===== src/source/rename_cfg.svh =====
`ifndef RENAME_CFG_SVH
`define RENAME_CFG_SVH

// architectural register file size, r0..r31
`define RENAME_NUM_ARCH 32

// physical register file size
`define RENAME_NUM_PHYS 64

// free list only ever holds the registers not currently mapped
`define RENAME_FREE_DEPTH (`RENAME_NUM_PHYS - `RENAME_NUM_ARCH)

`endif


===== src/source/rename_pkg.sv =====
`default_nettype none

`include "rename_cfg.svh"

package rename_pkg;

	// architectural register index from decode
	typedef logic [$clog2(`RENAME_NUM_ARCH)-1:0] arch_reg_t;

	// physical register number
	typedef logic [$clog2(`RENAME_NUM_PHYS)-1:0] phys_reg_t;

	// rename tag, msb is the ready bit, low bits the physical register
	typedef logic [$clog2(`RENAME_NUM_PHYS):0] phys_tag_t;

	// occupancy of the free list, one bit wider so a full list fits
	typedef logic [$clog2(`RENAME_FREE_DEPTH):0] free_count_t;

endpackage

`default_nettype wire


===== src/source/free_list.sv =====
`timescale 1ns/1ps
`default_nettype none

`include "rename_cfg.svh"

// circular fifo of physical registers that are not mapped to anything
// head supplies the register for the next dispatch, tail takes retired registers
module free_list (
	input  wire logic                  clock,
	input  wire logic                  reset,
	input  wire logic                  dispatch,   // rename request from decode
	input  wire logic                  retire_en,  // retire strobe, frees retire_reg
	input  wire rename_pkg::phys_reg_t retire_reg, // previous mapping of the retired dest
	output logic                       grant,      // dispatch accepted this cycle
	output rename_pkg::phys_reg_t      new_reg,    // register handed out on grant
	output rename_pkg::free_count_t    free_count  // number of entries in the list
);

	localparam int DEPTH = `RENAME_FREE_DEPTH;
	localparam int PTR_W = $clog2(DEPTH);

	rename_pkg::phys_reg_t fifo_mem [DEPTH]; // register numbers waiting to be reused

	logic [PTR_W-1:0] head; // next entry to hand out
	logic [PTR_W-1:0] tail; // next slot for a retired register

	logic empty;
	logic full;
	logic push;
	logic pop;

	assign empty = (free_count == '0);
	assign full  = (free_count == rename_pkg::free_count_t'(DEPTH));

	// the only back-pressure in the rename stage
	assign grant = dispatch && !empty;

	assign pop  = grant;
	assign push = retire_en; // the rob never retires more than it renamed

	assign new_reg = fifo_mem[head]; // head is visible in the same cycle as dispatch

	// pointers and occupancy
	always_ff @(posedge clock) begin
		if (reset) begin
			head       <= '0;
			tail       <= '0; // list starts full so tail wraps onto head
			free_count <= rename_pkg::free_count_t'(DEPTH);
		end else begin
			if (pop) begin
				head <= (head == PTR_W'(DEPTH - 1)) ? '0 : head + 1'b1;
			end
			if (push) begin
				tail <= (tail == PTR_W'(DEPTH - 1)) ? '0 : tail + 1'b1;
			end
			case ({push, pop})
				2'b10:   free_count <= free_count + 1'b1;
				2'b01:   free_count <= free_count - 1'b1;
				default: free_count <= free_count; // idle, or push and pop cancel
			endcase
		end
	end

	// storage, reset hands out the registers above the identity map
	always_ff @(posedge clock) begin
		if (reset) begin
			for (int i = 0; i < DEPTH; i++) begin
				fifo_mem[i] <= rename_pkg::phys_reg_t'(`RENAME_NUM_ARCH + i); // p32..p63
			end
		end else if (push) begin
			fifo_mem[tail] <= retire_reg;
		end
	end

	// more registers than exist can never be free at once
	a_no_push_full: assert property (
		@(posedge clock) disable iff (reset)
		retire_en |-> !full
	) else $error("free_list: retire push while list is full");

	// a granted dispatch must always find a register at head
	// head meeting tail with the list not full means nothing is left
	a_no_grant_empty: assert property (
		@(posedge clock) disable iff (reset)
		grant |-> (full || (head != tail))
	) else $error("free_list: grant with no register between head and tail");

endmodule

`default_nettype wire


===== src/source/map_table.sv =====
`timescale 1ns/1ps
`default_nettype none

`include "rename_cfg.svh"

// architectural to physical map with ready bits
// cdb broadcasts wake every row holding the broadcast register
module map_table (
	input  wire logic                  clock,
	input  wire logic                  reset,
	input  wire logic                  grant,   // dispatch accepted, remap dest
	input  wire rename_pkg::arch_reg_t src_a,   // first source operand
	input  wire rename_pkg::arch_reg_t src_b,   // second source operand
	input  wire rename_pkg::arch_reg_t dest,    // destination operand
	input  wire rename_pkg::phys_reg_t new_reg, // head of the free list
	input  wire logic                  cdb_en,  // result broadcast valid
	input  wire rename_pkg::phys_reg_t cdb_reg, // register whose value is now ready
	output rename_pkg::phys_tag_t      tag_a,   // source a tag, cdb bypassed
	output rename_pkg::phys_tag_t      tag_b,   // source b tag, cdb bypassed
	output rename_pkg::phys_tag_t      tag_old, // dest mapping before this dispatch
	output rename_pkg::phys_tag_t      tag_new  // dest mapping after this dispatch
);

	localparam int NUM_ARCH = `RENAME_NUM_ARCH;
	localparam int REG_W    = $bits(rename_pkg::phys_reg_t);
	localparam int RDY      = REG_W; // ready sits just above the register number

	rename_pkg::phys_tag_t map_rows [NUM_ARCH];

	rename_pkg::phys_tag_t row_a; // raw row reads before bypass
	rename_pkg::phys_tag_t row_b;

	logic [`RENAME_NUM_PHYS-1:0] phys_seen; // occupancy for the uniqueness check
	logic                        dup_found;

	assign row_a = map_rows[src_a];
	assign row_b = map_rows[src_b];

	// source lookup
	// a producer broadcasting this cycle already counts as ready
	always_comb begin
		tag_a = row_a;
		tag_b = row_b;
		if (cdb_en && (row_a[REG_W-1:0] == cdb_reg)) begin
			tag_a[RDY] = 1'b1;
		end
		if (cdb_en && (row_b[REG_W-1:0] == cdb_reg)) begin
			tag_b[RDY] = 1'b1;
		end
	end

	assign tag_old = map_rows[dest];       // handed to the rob, freed at retire
	assign tag_new = {1'b0, new_reg};      // fresh register waits for its producer

	// table update
	always_ff @(posedge clock) begin
		if (reset) begin
			for (int i = 0; i < NUM_ARCH; i++) begin
				map_rows[i] <= {1'b1, rename_pkg::phys_reg_t'(i)}; // ri -> pi, ready
			end
		end else begin
			// cam over every row
			for (int i = 0; i < NUM_ARCH; i++) begin
				if (cdb_en && (map_rows[i][REG_W-1:0] == cdb_reg)) begin
					map_rows[i][RDY] <= 1'b1;
				end
			end
			// later assignment, so dispatch beats a cdb hit on the same row
			if (grant) begin
				map_rows[dest] <= {1'b0, new_reg};
			end
		end
	end

	// scan for a physical register mapped twice
	always_comb begin
		phys_seen = '0;
		dup_found = 1'b0;
		for (int i = 0; i < NUM_ARCH; i++) begin
			if (phys_seen[map_rows[i][REG_W-1:0]]) begin
				dup_found = 1'b1;
			end
			phys_seen[map_rows[i][REG_W-1:0]] = 1'b1;
		end
	end

	// the free list must never hand out a register that is still mapped
	a_unique_map: assert property (
		@(posedge clock) disable iff (reset)
		!dup_found
	) else $error("map_table: physical register mapped by two rows");

endmodule

`default_nettype wire


===== src/source/rename_stage.sv =====
`timescale 1ns/1ps
`default_nettype none

// single-issue register rename
// free list supplies the new register, map table does lookup and remap
module rename_stage (
	input  wire logic                  clock,
	input  wire logic                  reset,

	// dispatch from decode
	input  wire logic                  dispatch,
	input  wire rename_pkg::arch_reg_t src_a,
	input  wire rename_pkg::arch_reg_t src_b,
	input  wire rename_pkg::arch_reg_t dest,

	// result broadcast
	input  wire logic                  cdb_en,
	input  wire rename_pkg::phys_reg_t cdb_reg,

	// retire from the rob, returns the old dest mapping
	input  wire logic                  retire_en,
	input  wire rename_pkg::phys_reg_t retire_reg,

	output logic                       grant,     // low when the free list is empty
	output rename_pkg::phys_tag_t      tag_a,
	output rename_pkg::phys_tag_t      tag_b,
	output rename_pkg::phys_tag_t      tag_old,
	output rename_pkg::phys_tag_t      tag_new,
	output rename_pkg::free_count_t    free_count
);

	rename_pkg::phys_reg_t new_reg; // free list head into the map

	free_list u_free_list (
		.clock      (clock),
		.reset      (reset),
		.dispatch   (dispatch),
		.retire_en  (retire_en),
		.retire_reg (retire_reg),
		.grant      (grant),
		.new_reg    (new_reg),
		.free_count (free_count)
	);

	// grant doubles as the map write enable
	map_table u_map_table (
		.clock   (clock),
		.reset   (reset),
		.grant   (grant),
		.src_a   (src_a),
		.src_b   (src_b),
		.dest    (dest),
		.new_reg (new_reg),
		.cdb_en  (cdb_en),
		.cdb_reg (cdb_reg),
		.tag_a   (tag_a),
		.tag_b   (tag_b),
		.tag_old (tag_old),
		.tag_new (tag_new)
	);

endmodule

`default_nettype wire


===== config.mk =====
export PLATFORM = sky130hd
export DESIGN_NAME = rename_stage
export DESIGN_NICKNAME = d
export VERILOG_FILES = /design/src/source/rename_pkg.sv /design/src/source/free_list.sv /design/src/source/map_table.sv /design/src/source/rename_stage.sv
export VERILOG_INCLUDE_DIRS = /design/src /design/src/source
export SDC_FILE = /design/constraint.sdc
export NUM_CORES = 1
export LEC_CHECK = 0
export BUFFER_PORTS_ARGS = -buffer_cell sky130_fd_sc_hd__buf_2
export CORE_UTILIZATION = 40
export CTS_BUF_LIST = sky130_fd_sc_hd__clkbuf_16
export DETAILED_ROUTE_END_ITERATION = 7
export PLACE_DENSITY = 0.61
export RECOVER_POWER = 100
export SLEW_MARGIN = 20
export SYNTH_ARGS = -nofsm -noshare
export SYNTH_HDL_FRONTEND = slang
export SYNTH_HIERARCHICAL = 1
export SYNTH_SLANG_ARGS = --single-unit

===== constraint.sdc =====
create_clock -name clock -period 3.75 [get_ports clock]
set_input_delay 0.1875 -clock clock [delete_from_list [all_inputs] [get_ports clock]]
set_output_delay 0.1875 -clock clock [all_outputs]
set_load 0.01 [all_outputs]

==> metrics.md, run 1 <==
| Metric | Value |
|---|---|
| Status | `finished with violations` |
| Violated checks | `max-capacitance violations, max-slew violations` |
| DP Area | `27,700 sq um` |
| CTS tree | `done` |
| Share of layout cells above drive strength 1 | `16.8%` |
| Global-route wire length before repair | `between 100 and 150 mm` |
| P per Cell Area | `~430 nW/um^2` |
| Synth area leader | `edfxtp_1` |
| Post-synth EDFFs | `384` |
| Worst path required time | `3.56 ns` |
| Grt total ovfl | `0` |
| Worst VDD drop | `0.360 mV` |
| Min-Delay Startpoint | `dispatch` |
| Post-synth top flop | `edfxtp_1` |
| Final period utilization | `approximately 99%` |
| Adder-Cell Fraction of Synth Area | `0.475%` |
| H-tree Lvls | `2` |
| # port buffers | `65` |
| Hold path cells | `4` |
| Hold Vio Cnt, Final | `0` |
| Die ar. | `66,900 sq um` |
| Pre-CTS setup slack | `~0.55 ns` |
| Io pins | `67` |
| Yosys top cell area share | `a little over two fifths` |
| Initial Util | `slightly above 40%` |
| Largest family of logic cells by synthesized area | `multiplexers` |
| Reg-to-Reg End | `u_map_table/map_rows[8][1]` |
| Crit path kind | `reg -> out` |
| Die H | `259 um` |
| Slowest-stage cell, CP | `mux4_1` |
| Via-to-Cell Ratio | `6.29` |
| Vias | `just under 20,000` |
| Worst Hold Slack | `between 0.1 and 0.15 ns` |
| Worst path max stage delay | `0.53 ns` |
| Inserted Diodes | `0` |
| Reg-to-reg slack, setup | `approximately 0.20 ns` |
| Routed wire length per instance | `~28 um` |
| Die Wd | `259 um` |
| Slew HR | `-27.1%` |
| Critical path arrival | `3.53 ns` |
| Share of flip-flops with an asynchronous set or reset | `0%` |
| Row Count | `between 90 and 100` |
| Number of synthesized register bits | `437` |
| Setup_tns | `0 ns` |
| Slew @ Worst Pin | `1.91 ns` |
| PnR worst setup slack | `0.0324 ns` |
| Layout Cells excl Fill | `slightly above 3,000` |
| Synth Area in Simple Gates | `between 15 and 20%` |
| Crit Path Max Fanout | `4` |
| Cell breakdown of the critical path | `mux4_1 > mux4_2 > nor2b_4 > or3b_4 > xnor2_2 > nand4_1 > o31ai_1 > buf_2` |
| Synth Instances | `approximately 2,200` |
| Static leakage | `9.13 nW` |
| WP buf/inv | `1` |
| # nets final | `2,229` |
| Post-CTS Setup Repair Bufs | `0` |
| DR iter-0 viols | `2,231` |
| Initial antenna violation count | `2` |
| Total CTS buffers | `slightly below 50` |
| Yosys cell types | `74` |
| CTS sink cnt | `about 440` |
| Unrepaired setup endpoints after global routing | `false` |
| Routability cong. | `1.05` |
| Worst-skew pair later-pin latency | `0.64 ns` |
| Synth area leaders | `edfxtp_1, mux4_2, dfxtp_1` |
| Setup violators final | `0` |
| Cell count after placement | `2,987` |
| Register clock-pin slew on the reported worst setup and hold paths | `0.06 ns` |
| DRC violations left | `0` |
| Synth Cell Area | `26,300 sq um` |
| Maximum Capacitance Violations | `1` |
| Reg2reg path depth | `8` |
| Crit path launch type | `flip-flop` |
| Xor/xnor share of the synthesized area | `6.88%` |
| Root buffer cell | `clkbuf_16` |
| Clock Path Buffers | `3` |
| Fin. max-slew vios | `38` |
| Post-Route WL | `87.8 mm` |
| CP delay by family, top | `multiplexers` |
| Multiplexer area fraction after synthesis | `about 19%` |
| Element type at the critical path end | `output port` |
| Syn. warnings | `6` |
| Post-synthesis compound-gate area fraction | `5.85%` |
| Avg Cell Area, Syn | `approximately 12 sq um` |
| Tmin final | `between 3 and 4 ns` |
| Pin count of the biggest net entering global routing | `between 50 and 60` |
| CORE AREA | `64,800 sq um` |
| DRT Pass-1 Iters | `6` |
| Area Growth Syn to Fin | `10.6%` |
| Peak Freq | `between 200 and 300 MHz` |
| Final non-filler cell area | `29,100 sq um` |
| ANT nets after route | `0` |
| Worst Skew | `0.0467 ns` |
| Vias in the first global route | `19,000` |
| Final HPWL DP | `roughly 62 mm` |
| Min-delay worst type | `in -> reg` |
| Post-Synthesis Net Count | `roughly 2,200` |
| Register area share after synthesis | `47.8%` |
| GRT Util Overall | `a little over a quarter` |
-- layer usage --
metal	part of all wire (%)	wire length [um]	vias up	GRT usage, %
li1	-	-	8297	-
met1	40	35300	9882	35.4
met2	46	40700	1005	41.1
met3	9.7	8530	191	6.24
met4	3.8	3340	4	9.68
met5	0.025	22	-	0
-- flip-flops by register name, summed over array words and instances, names as in the netlist, named ones only --
| signal | cells |
|---|---|
| u_map_table/map_rows | 224 |
| u_free_list/fifo_mem | 192 |
| u_free_list/free_count | 6 |
| u_free_list/head | 5 |
| u_free_list/tail | 5 |
-- final cells by class --
cell class / count / area [sq um]
clock buffers: 50 / 1250
clock inverters: 42 / 347
fillers: 5869 / 35700
inverters: 22 / 82.6
multi-input cells: 1501 / 12700
flip-flops and latches: 437 / 12600
well taps: 855 / 1070
repair buffers: 176 / 1060
-- layout by cell type, fill, tap and decap left out, drive strengths merged, types with 6 or more instances in the layout --
cell | netlist | layout
edfxtp | 384 | 384
mux4 | 176 | 176
nor2 | 136 | 136
nor3 | 134 | 134
clkbuf | 162 | 129
nand2 | 119 | 119
xnor2 | 105 | 105
xor2 | 101 | 101
mux2i | 99 | 99
buf | 61 | 93
or3 | 89 | 89
and2 | 66 | 66
a22oi | 56 | 56
dfxtp | 53 | 53
nand4 | 44 | 44
o21ai | 42 | 42
or2 | 41 | 41
a21o | 35 | 35
inv | 20 | 35
nor4 | 32 | 32
nand3 | 32 | 32
a21oi | 29 | 29
clkinv | 2 | 23
nand2b | 20 | 20
and3 | 19 | 19
nor2b | 16 | 16
ha | 10 | 10
a221oi | 10 | 10
mux2 | 9 | 9
a22o | 7 | 7
nand3b | 6 | 6
or3b | 6 | 6
-- worst min-delay path: stages --
cell and delay [ns]:
buf_2 0.07, a21bo_1 0.29, nand2_1 0.10, a21oi_1 0.06
-- worst max-delay path by stage --
stage / slack, ns / from / cells after the start / to
finish: 0.03 / u_map_table/map_rows[27][1] / 8 / tag_a[6]
floorplan: 0.93 / u_free_list/free_count[1] / 13 / u_free_list/free_count[4]
detailed placement: 0.55 / src_a[4] / 8 / tag_a[6]
global placement: 0.43 / src_a[4] / 8 / tag_a[6]
CTS: 0.06 / u_map_table/map_rows[9][1] / 8 / tag_a[6]
global route: 0.007 / u_map_table/map_rows[27][1] / 8 / tag_a[6]
-- timing repair --
action	in CTS	in global routing
setup endpoints to repair	0	1
gates resized for setup	0	1
hold buffers	4	0
endpoints found under the hold margin	13	0
-- stage by stage --
stage | power, mW | utilization (%)
after floorplan | 6.94 | -
after global placement | 7.70 | 42.8
after detailed placement | 7.73 | 42.8
after CTS | 12.5 | 45.3
after global routing | 12.7 | 44.9
final | 12.4 | 44.9
-- synthesized netlist by cell type (all sizes together) (7+ instances only) --
master  number
nor2b       16
nand2b      20
xnor2      105
clkbuf     162
mux2         9
or2         41
dfxtp       53
inv         20
buf         61
nor3       134
a21oi       29
and2        66
a221oi      10
mux4       176
edfxtp     384
nand4       44
o21ai       42
nor2       136
xor2       101
or3         89
nor4        32
a22o         7
nand2      119
a21o        35
nand3       32
and3        19
mux2i       99
a22oi       56
ha          10
-- power breakdown --
| part | switching [mW] | leakage (nW) | internal [mW] | total (mW) |
|---|---|---|---|---|
| Combinational | 1.28 | 4.49 | 0.710 | 1.99 |
| Clock | 2.11 | 0.818 | 2.66 | 4.77 |
| Sequential | 0.194 | 3.82 | 5.43 | 5.62 |
| Total | 3.58 | 9.13 | 8.80 | 12.4 |
-- logic make-up after synthesis --
family,after synthesis
buffers and inverters,245
xor gates and xnor gates,206
adders and majority gates,10
other,1
AOI/OAI and AO/OA,221
muxes,284
DFF,437
and+or+nand+nor,779
(Power assumes the default switching activity.)
==> inputs of run 2 (changes only) <==
--- a/config.mk
+++ b/config.mk
@@ -8,7 +8,7 @@
 export LEC_CHECK = 0
 export BUFFER_PORTS_ARGS = -buffer_cell sky130_fd_sc_hd__buf_2
 export CORE_UTILIZATION = 40
-export CTS_BUF_LIST = sky130_fd_sc_hd__clkbuf_16
+export CTS_BUF_LIST = sky130_fd_sc_hd__clkbuf_4 sky130_fd_sc_hd__clkbuf_8
 export DETAILED_ROUTE_END_ITERATION = 7
 export PLACE_DENSITY = 0.61
 export RECOVER_POWER = 100
==> metrics.md, run 2 (synthesis gave the netlist of run 1 again) <==
| Metric | Value |
|---|---|
| Fin. max-slew vios | `38` |
| Worst VDD drop | `approximately 0.26 mV` |
| Static leakage | `9.22 nW` |
| Max reg flops | `224` |
| Tmin final | `between 3 and 4 ns` |
| Worst-skew pair later-pin latency | `about 0.71 ns` |
| Element type at the critical path end | `output port` |
| CTS tree | `done` |
| GR Util met1 | `36.2%` |
| Slew HR | `-27.7%` |
| DRT Pass-1 Iters | `6` |
| Hold Vio Cnt, Final | `0` |
| Min-delay worst type | `in -> reg` |
| Final HPWL DP | `between 60 and 70 mm` |
| Routability cong. | `1.05` |
| Vias | `19,600` |
| Vias in the first global route | `19,200` |
| Worst Skew | `~0.033 ns` |
| Most frequent cells in the layout | `edfxtp_1, mux4_2, nor2_1` |
| Final period utilization | `99.4%` |
| Maximum Capacitance Violations | `1` |
| Row Count | `93` |
| Initial Util | `40.6%` |
| Die H | `259 um` |
| Die ar. | `66,900 sq um` |
| Critical path arrival | `~3.5 ns` |
| DR iter-0 viols | `2,416` |
| Biggest regs | `u_map_table/map_rows: 224 flops, u_free_list/fifo_mem: 192 flops, u_free_list/free_count: 6 flops` |
| Setup violators final | `0` |
| Register clock-pin slew on the reported worst setup and hold paths | `0.05 ns` |
| Grt total ovfl | `0` |
| Io pins | `67` |
| Root buffer cell | `clkbuf_8` |
| Area Growth Syn to Fin | `11.0%` |
| Pin count of the biggest net entering global routing | `58` |
| Post-Route WL | `88.4 mm` |
| P per Cell Area | `roughly 420 nW/um^2` |
| Met3 usage | `about 5.2%` |
| Crit Path Max Fanout | `4` |
| H-tree Lvls | `3` |
| Initial antenna violation count | `2` |
| DRC violations left | `0` |
| Via-to-Cell Ratio | `6.25` |
| GRT Max-Usage Layer | `met2` |
| Final non-filler cell area | `approximately 29,000 sq um` |
| # nets final | `roughly 2,300` |
| Global-route wire length before repair | `130 mm` |
| Clock Path Buffers | `3` |
| CTS sink cnt | `437` |
| Setup_tns | `0 ns` |
| Share of layout cells above drive strength 1 | `19.6%` |
| # port buffers | `65` |
| Peak Freq | `268 MHz` |
| Slew @ Worst Pin | `1.92 ns` |
| Violated checks | `max-capacitance violations, max-slew violations` |
| GR Util met2 | `41.6%` |
| Most common cell after layout, fill and taps aside | `edfxtp_1` |
| Total CTS buffers | `79` |
| Unrepaired setup endpoints after global routing | `false` |
| GRT Util Overall | `26.5%` |
| Status | `finished with violations` |
| CORE AREA | `around 65,000 sq um` |
| Die Wd | `259 um` |
| Routed wire length per instance | `28.1 um` |
| DP Area | `27,700 sq um` |
| Worst path required time | `3.56 ns` |
| Crit path kind | `reg -> out` |
| Crit path launch type | `flip-flop` |
| Most flops, register | `u_map_table/map_rows` |
| ANT nets after route | `0` |
## run 2: final cells by class
class / instances / area (sq um)
diodes: 1 / 2.50
clock buffers: 107 / 1320
clock inverters: 40 / 355
fillers: 5853 / 35600
inverters: 22 / 82.6
multi-input cells: 1501 / 12700
flip-flops and latches: 437 / 12600
well taps: 855 / 1070
repair buffers: 178 / 1090
## run 2: per-stage QoR
step / power (mW) / hold WS (ns) / utilization, % / std cells / setup WS, ns
final: 12.4 / 0.0829 / 45.1 / 3141 / 0.0210
after floorplan: 6.94 / 0.339 / - / 2183 / 0.933
after detailed placement: 7.73 / 0.470 / 42.8 / 2987 / 0.549
after CTS: 12.5 / 0.00961 / 45.5 / 3139 / 0.0200
after global placement: 7.70 / 0.455 / 42.8 / 2987 / 0.428
after global routing: 12.8 / 0.100 / 45.1 / 3141 / 0.000958
## run 2: worst max-delay path, stage by stage (launching register included)
cell,delay [ns]
edfxtp_1,0.48
mux4_1,0.55
mux4_2,0.48
nor2b_4,0.14
or3b_4,0.42
xnor2_2,0.13
nand4_1,0.14
o31ai_2,0.33
buf_2,0.19
## run 2: path summary, 6_finish.rpt
| check | start | cells after the start | end | slack, ns |
|---|---|---|---|---|
| max | u_map_table/map_rows[27][1] | 8 | tag_a[6] | 0.02 |
| min | dispatch | 4 | flip-flop | 0.08 |
| max reg2reg | flip-flop | 7 | u_map_table/map_rows[22][2] | 0.19 |
| min reg2reg | u_free_list/head[1] | 2 | flip-flop | 0.51 |
## run 2: power by group
group | switching [mW] | internal (mW)
Sequential | 0.195 | 5.43
Combinational | 1.28 | 0.716
Clock | 2.17 | 2.61
## run 2: layer usage
layer / vias up / routed length (um) / part of all wire, %
met3: 190 / 8410 / 9.5
li1: 8375 / - / -
met4: 2 / 3020 / 3.4
met2: 1079 / 41300 / 47
met1: 9971 / 35600 / 40
met5: - / 13 / 0.015
## run 2: timing repair
action / CTS / global route
cloned: 0 / 0
setup buffers: 0 / 1
gates resized for setup: 1 / 3
endpoints found under the setup margin: 1 / 4
hold buffers: 5 / 0
hold endpoints to repair: 13 / 0
==> inputs of run 3 (changes only) <==
--- a/config.mk
+++ b/config.mk
@@ -7,10 +7,10 @@
 export NUM_CORES = 1
 export LEC_CHECK = 0
 export BUFFER_PORTS_ARGS = -buffer_cell sky130_fd_sc_hd__buf_2
-export CORE_UTILIZATION = 40
+export CORE_UTILIZATION = 56
 export CTS_BUF_LIST = sky130_fd_sc_hd__clkbuf_4 sky130_fd_sc_hd__clkbuf_8
 export DETAILED_ROUTE_END_ITERATION = 7
-export PLACE_DENSITY = 0.61
+export PLACE_DENSITY = 0.71
 export RECOVER_POWER = 100
 export SLEW_MARGIN = 20
 export SYNTH_ARGS = -nofsm -noshare
==> metrics.md, run 3 (synthesis gave the netlist of run 1 again) <==
| Metric | Value |
|---|---|
| Status | `finished clean` |
| Worst-skew pair later-pin latency | `0.66 ns` |
| Total CTS buffers | `73` |
| Min-delay worst type | `in -> reg` |
| Logic pwr share | `15.8%` |
| Layout Cells excl Fill | `~2,800` |
| P_int | `approximately 8.5 mW` |
| Static leakage | `8.96 nW` |
| Max reg flops | `224` |
| Critical path arrival | `3.43 ns` |
| Initial antenna violation count | `2` |
| Switch share | `28.3%` |
| DRT Pass-1 Iters | `5` |
| Biggest regs | `u_map_table/map_rows: 224 flops, u_free_list/fifo_mem: 192 flops, u_free_list/free_count: 6 flops` |
| Row Count | `a little under 80` |
| Multi-input logic area | `roughly 13,000 sq um` |
| Pin count of the biggest net entering global routing | `65` |
| Tmin final | `around 3.6 ns` |
| Reg power frac | `47.4%` |
| Vias in the first global route | `18,900` |
| GRT Util Overall | `about a third` |
| Final Total Pwr | `11.9 mW` |
| Routability cong. | `~1.1` |
| Clock share of power | `36.8%` |
| Register clock-pin slew on the reported worst setup and hold paths | `0.06 ns` |
| Io pins | `67` |
| Global-route wire length before repair | `between 100 and 150 mm` |
| Setup_tns | `0 ns` |
| Die Wd | `219 um` |
| Post-Route WL | `82.7 mm` |
| Most frequent cells in the layout | `edfxtp_1, mux4_2, nor2_1` |
| Clock Path Buffers | `3` |
| PnR worst setup slack | `0.135 ns` |
| Crit path kind | `reg -> out` |
| DR iter-0 viols | `2,523` |
| Sw power | `~3.4 mW` |
| Setup violators final | `0` |
| CP delay by family, top | `multiplexers` |
| Slowest-stage cell, CP | `mux4_1` |
| Element type at the critical path end | `output port` |
| H-tree Lvls | `3` |
| Worst Skew | `0.0256 ns` |
| Routed wire length per instance | `~29 um` |
| P per Cell Area | `417 nW/um^2` |
| CTS tree | `done` |
| Pre-CTS setup slack | `~0.57 ns` |
| Fillcell total | `3,695` |
| Final HPWL DP | `57.5 mm` |
| ANT nets after route | `0` |
| Root buffer cell | `clkbuf_8` |
| Most flops, register | `u_map_table/map_rows` |
| Share of layout cells above drive strength 1 | `18.3%` |
| Worst VDD drop | `0.305 mV` |
| # nets final | `2,224` |
| Peak Freq | `about 280 MHz` |
| Area Growth Syn to Fin | `8.17%` |
| CORE AREA | `46,500 sq um` |
| Worst path max stage delay | `0.58 ns` |
| Via-to-Cell Ratio | `6.89` |
| Worst path required time | `3.56 ns` |
| Die ar. | `47,900 sq um` |
| # port buffers | `65` |
| Reg-to-reg slack, setup | `0.19 ns` |
| Crit path launch type | `flip-flop` |
| Vias | `19,600` |
| Fin. max-slew vios | `0` |
| Crit Path Max Fanout | `4` |
| Die H | `219 um` |
| Maximum Capacitance Violations | `0` |
| Final period utilization | `96.4%` |
| DP Area | `27,100 sq um` |
| Slew @ Worst Pin | `1.24 ns` |
| Slew HR | `17.3%` |
| DRC violations left | `0` |
| Grt total ovfl | `0` |
| Cell count after placement | `2,708` |
| Unrepaired setup endpoints after global routing | `false` |
| Reg area | `about 13,000 sq um` |
| Hold Vio Cnt, Final | `0` |
| Initial Util | `56.7%` |
| WP buf/inv | `1` |
| Most common cell after layout, fill and taps aside | `edfxtp_1` |
| Cell breakdown of the critical path | `mux4_1 > mux4_2 > nor2b_4 > or3b_4 > xnor2_2 > nand4_1 > o31ai_2 > buf_2` |
| CTS sink cnt | `around 440` |
| Final non-filler cell area | `28,500 sq um` |
==> run 3: cell types whose count changed in the layout (fill, tap and decap cells not counted), sizes merged <==
cell and delta:
buf -18, bufinv -1, diode +1, clkbuf -14, clkinvlp +3, clkinv -11
inv -4
==> run 3: tightest hold or removal path, cell delays in order <==
cell and delay [ns]:
buf_2 0.08, inv_2 0.26, nand2_1 0.13
==> run 3: layout make-up <==
cell class / count / share of cell area, %
Inverter: 22 / 0.290
Tap cell: 607 / 2.67
Multi-Input combinational cell: 1501 / 44.6
Clock inverter: 27 / 0.768
Clock buffer: 106 / 4.48
Sequential cell: 437 / 44.2
Antenna cell: 2 / 0.0176
Timing Repair Buffer: 147 / 2.99
==> run 3: what timing repair did <==
item	CTS	global route
resized for setup	0	2
hold buffers	5	0
buffers inserted	0	1
hold endpoints to repair	6	0
setup endpoints to repair	0	4
==> run 3: path summary, 6_finish.rpt <==
kind / startpoint / to / depth (start not counted)
worst max-delay path: u_map_table/map_rows[25][1] / tag_a[6] / 8
worst min-delay path: retire_reg[2] / u_free_list/fifo_mem[5][2] / 3
worst max register to register: u_free_list/free_count[1] / u_map_table/map_rows[13][4] / 10
worst min register to register: u_free_list/head[1] / flip-flop / 2
==> run 3: power by group through the flow <==
stage	combinational, mW	clock, mW	sequential (mW)
after floorplan	1.31	0	5.63
after global routing	1.98	4.65	5.64
after CTS	1.89	4.44	5.62
final	1.88	4.37	5.63
after global placement	1.85	0	5.71
after detailed placement	1.87	0	5.72
==> run 3: per-layer routing <==
metal  part of all wire (%)  up-vias  GRT usage, %
li1                       -     8293             -
met1                     37     9837          44.9
met2                     49     1286          57.7
met3                    9.3      216          6.04
met4                    4.7        0          16.5
met5                      0        -             0
==> run 3: per-stage QoR <==
| step | hold WS [ns] | util (%) |
|---|---|---|
| 3_3_place_gp | 0.437 | 58.3 |
| 5_1_grt | 0.124 | 61.3 |
| 4_1_cts | 0.00931 | 61.7 |
| 3_5_place_dp | 0.444 | 58.3 |
| 6_report | 0.140 | 61.3 |
| 2_1_floorplan | 0.339 | - |
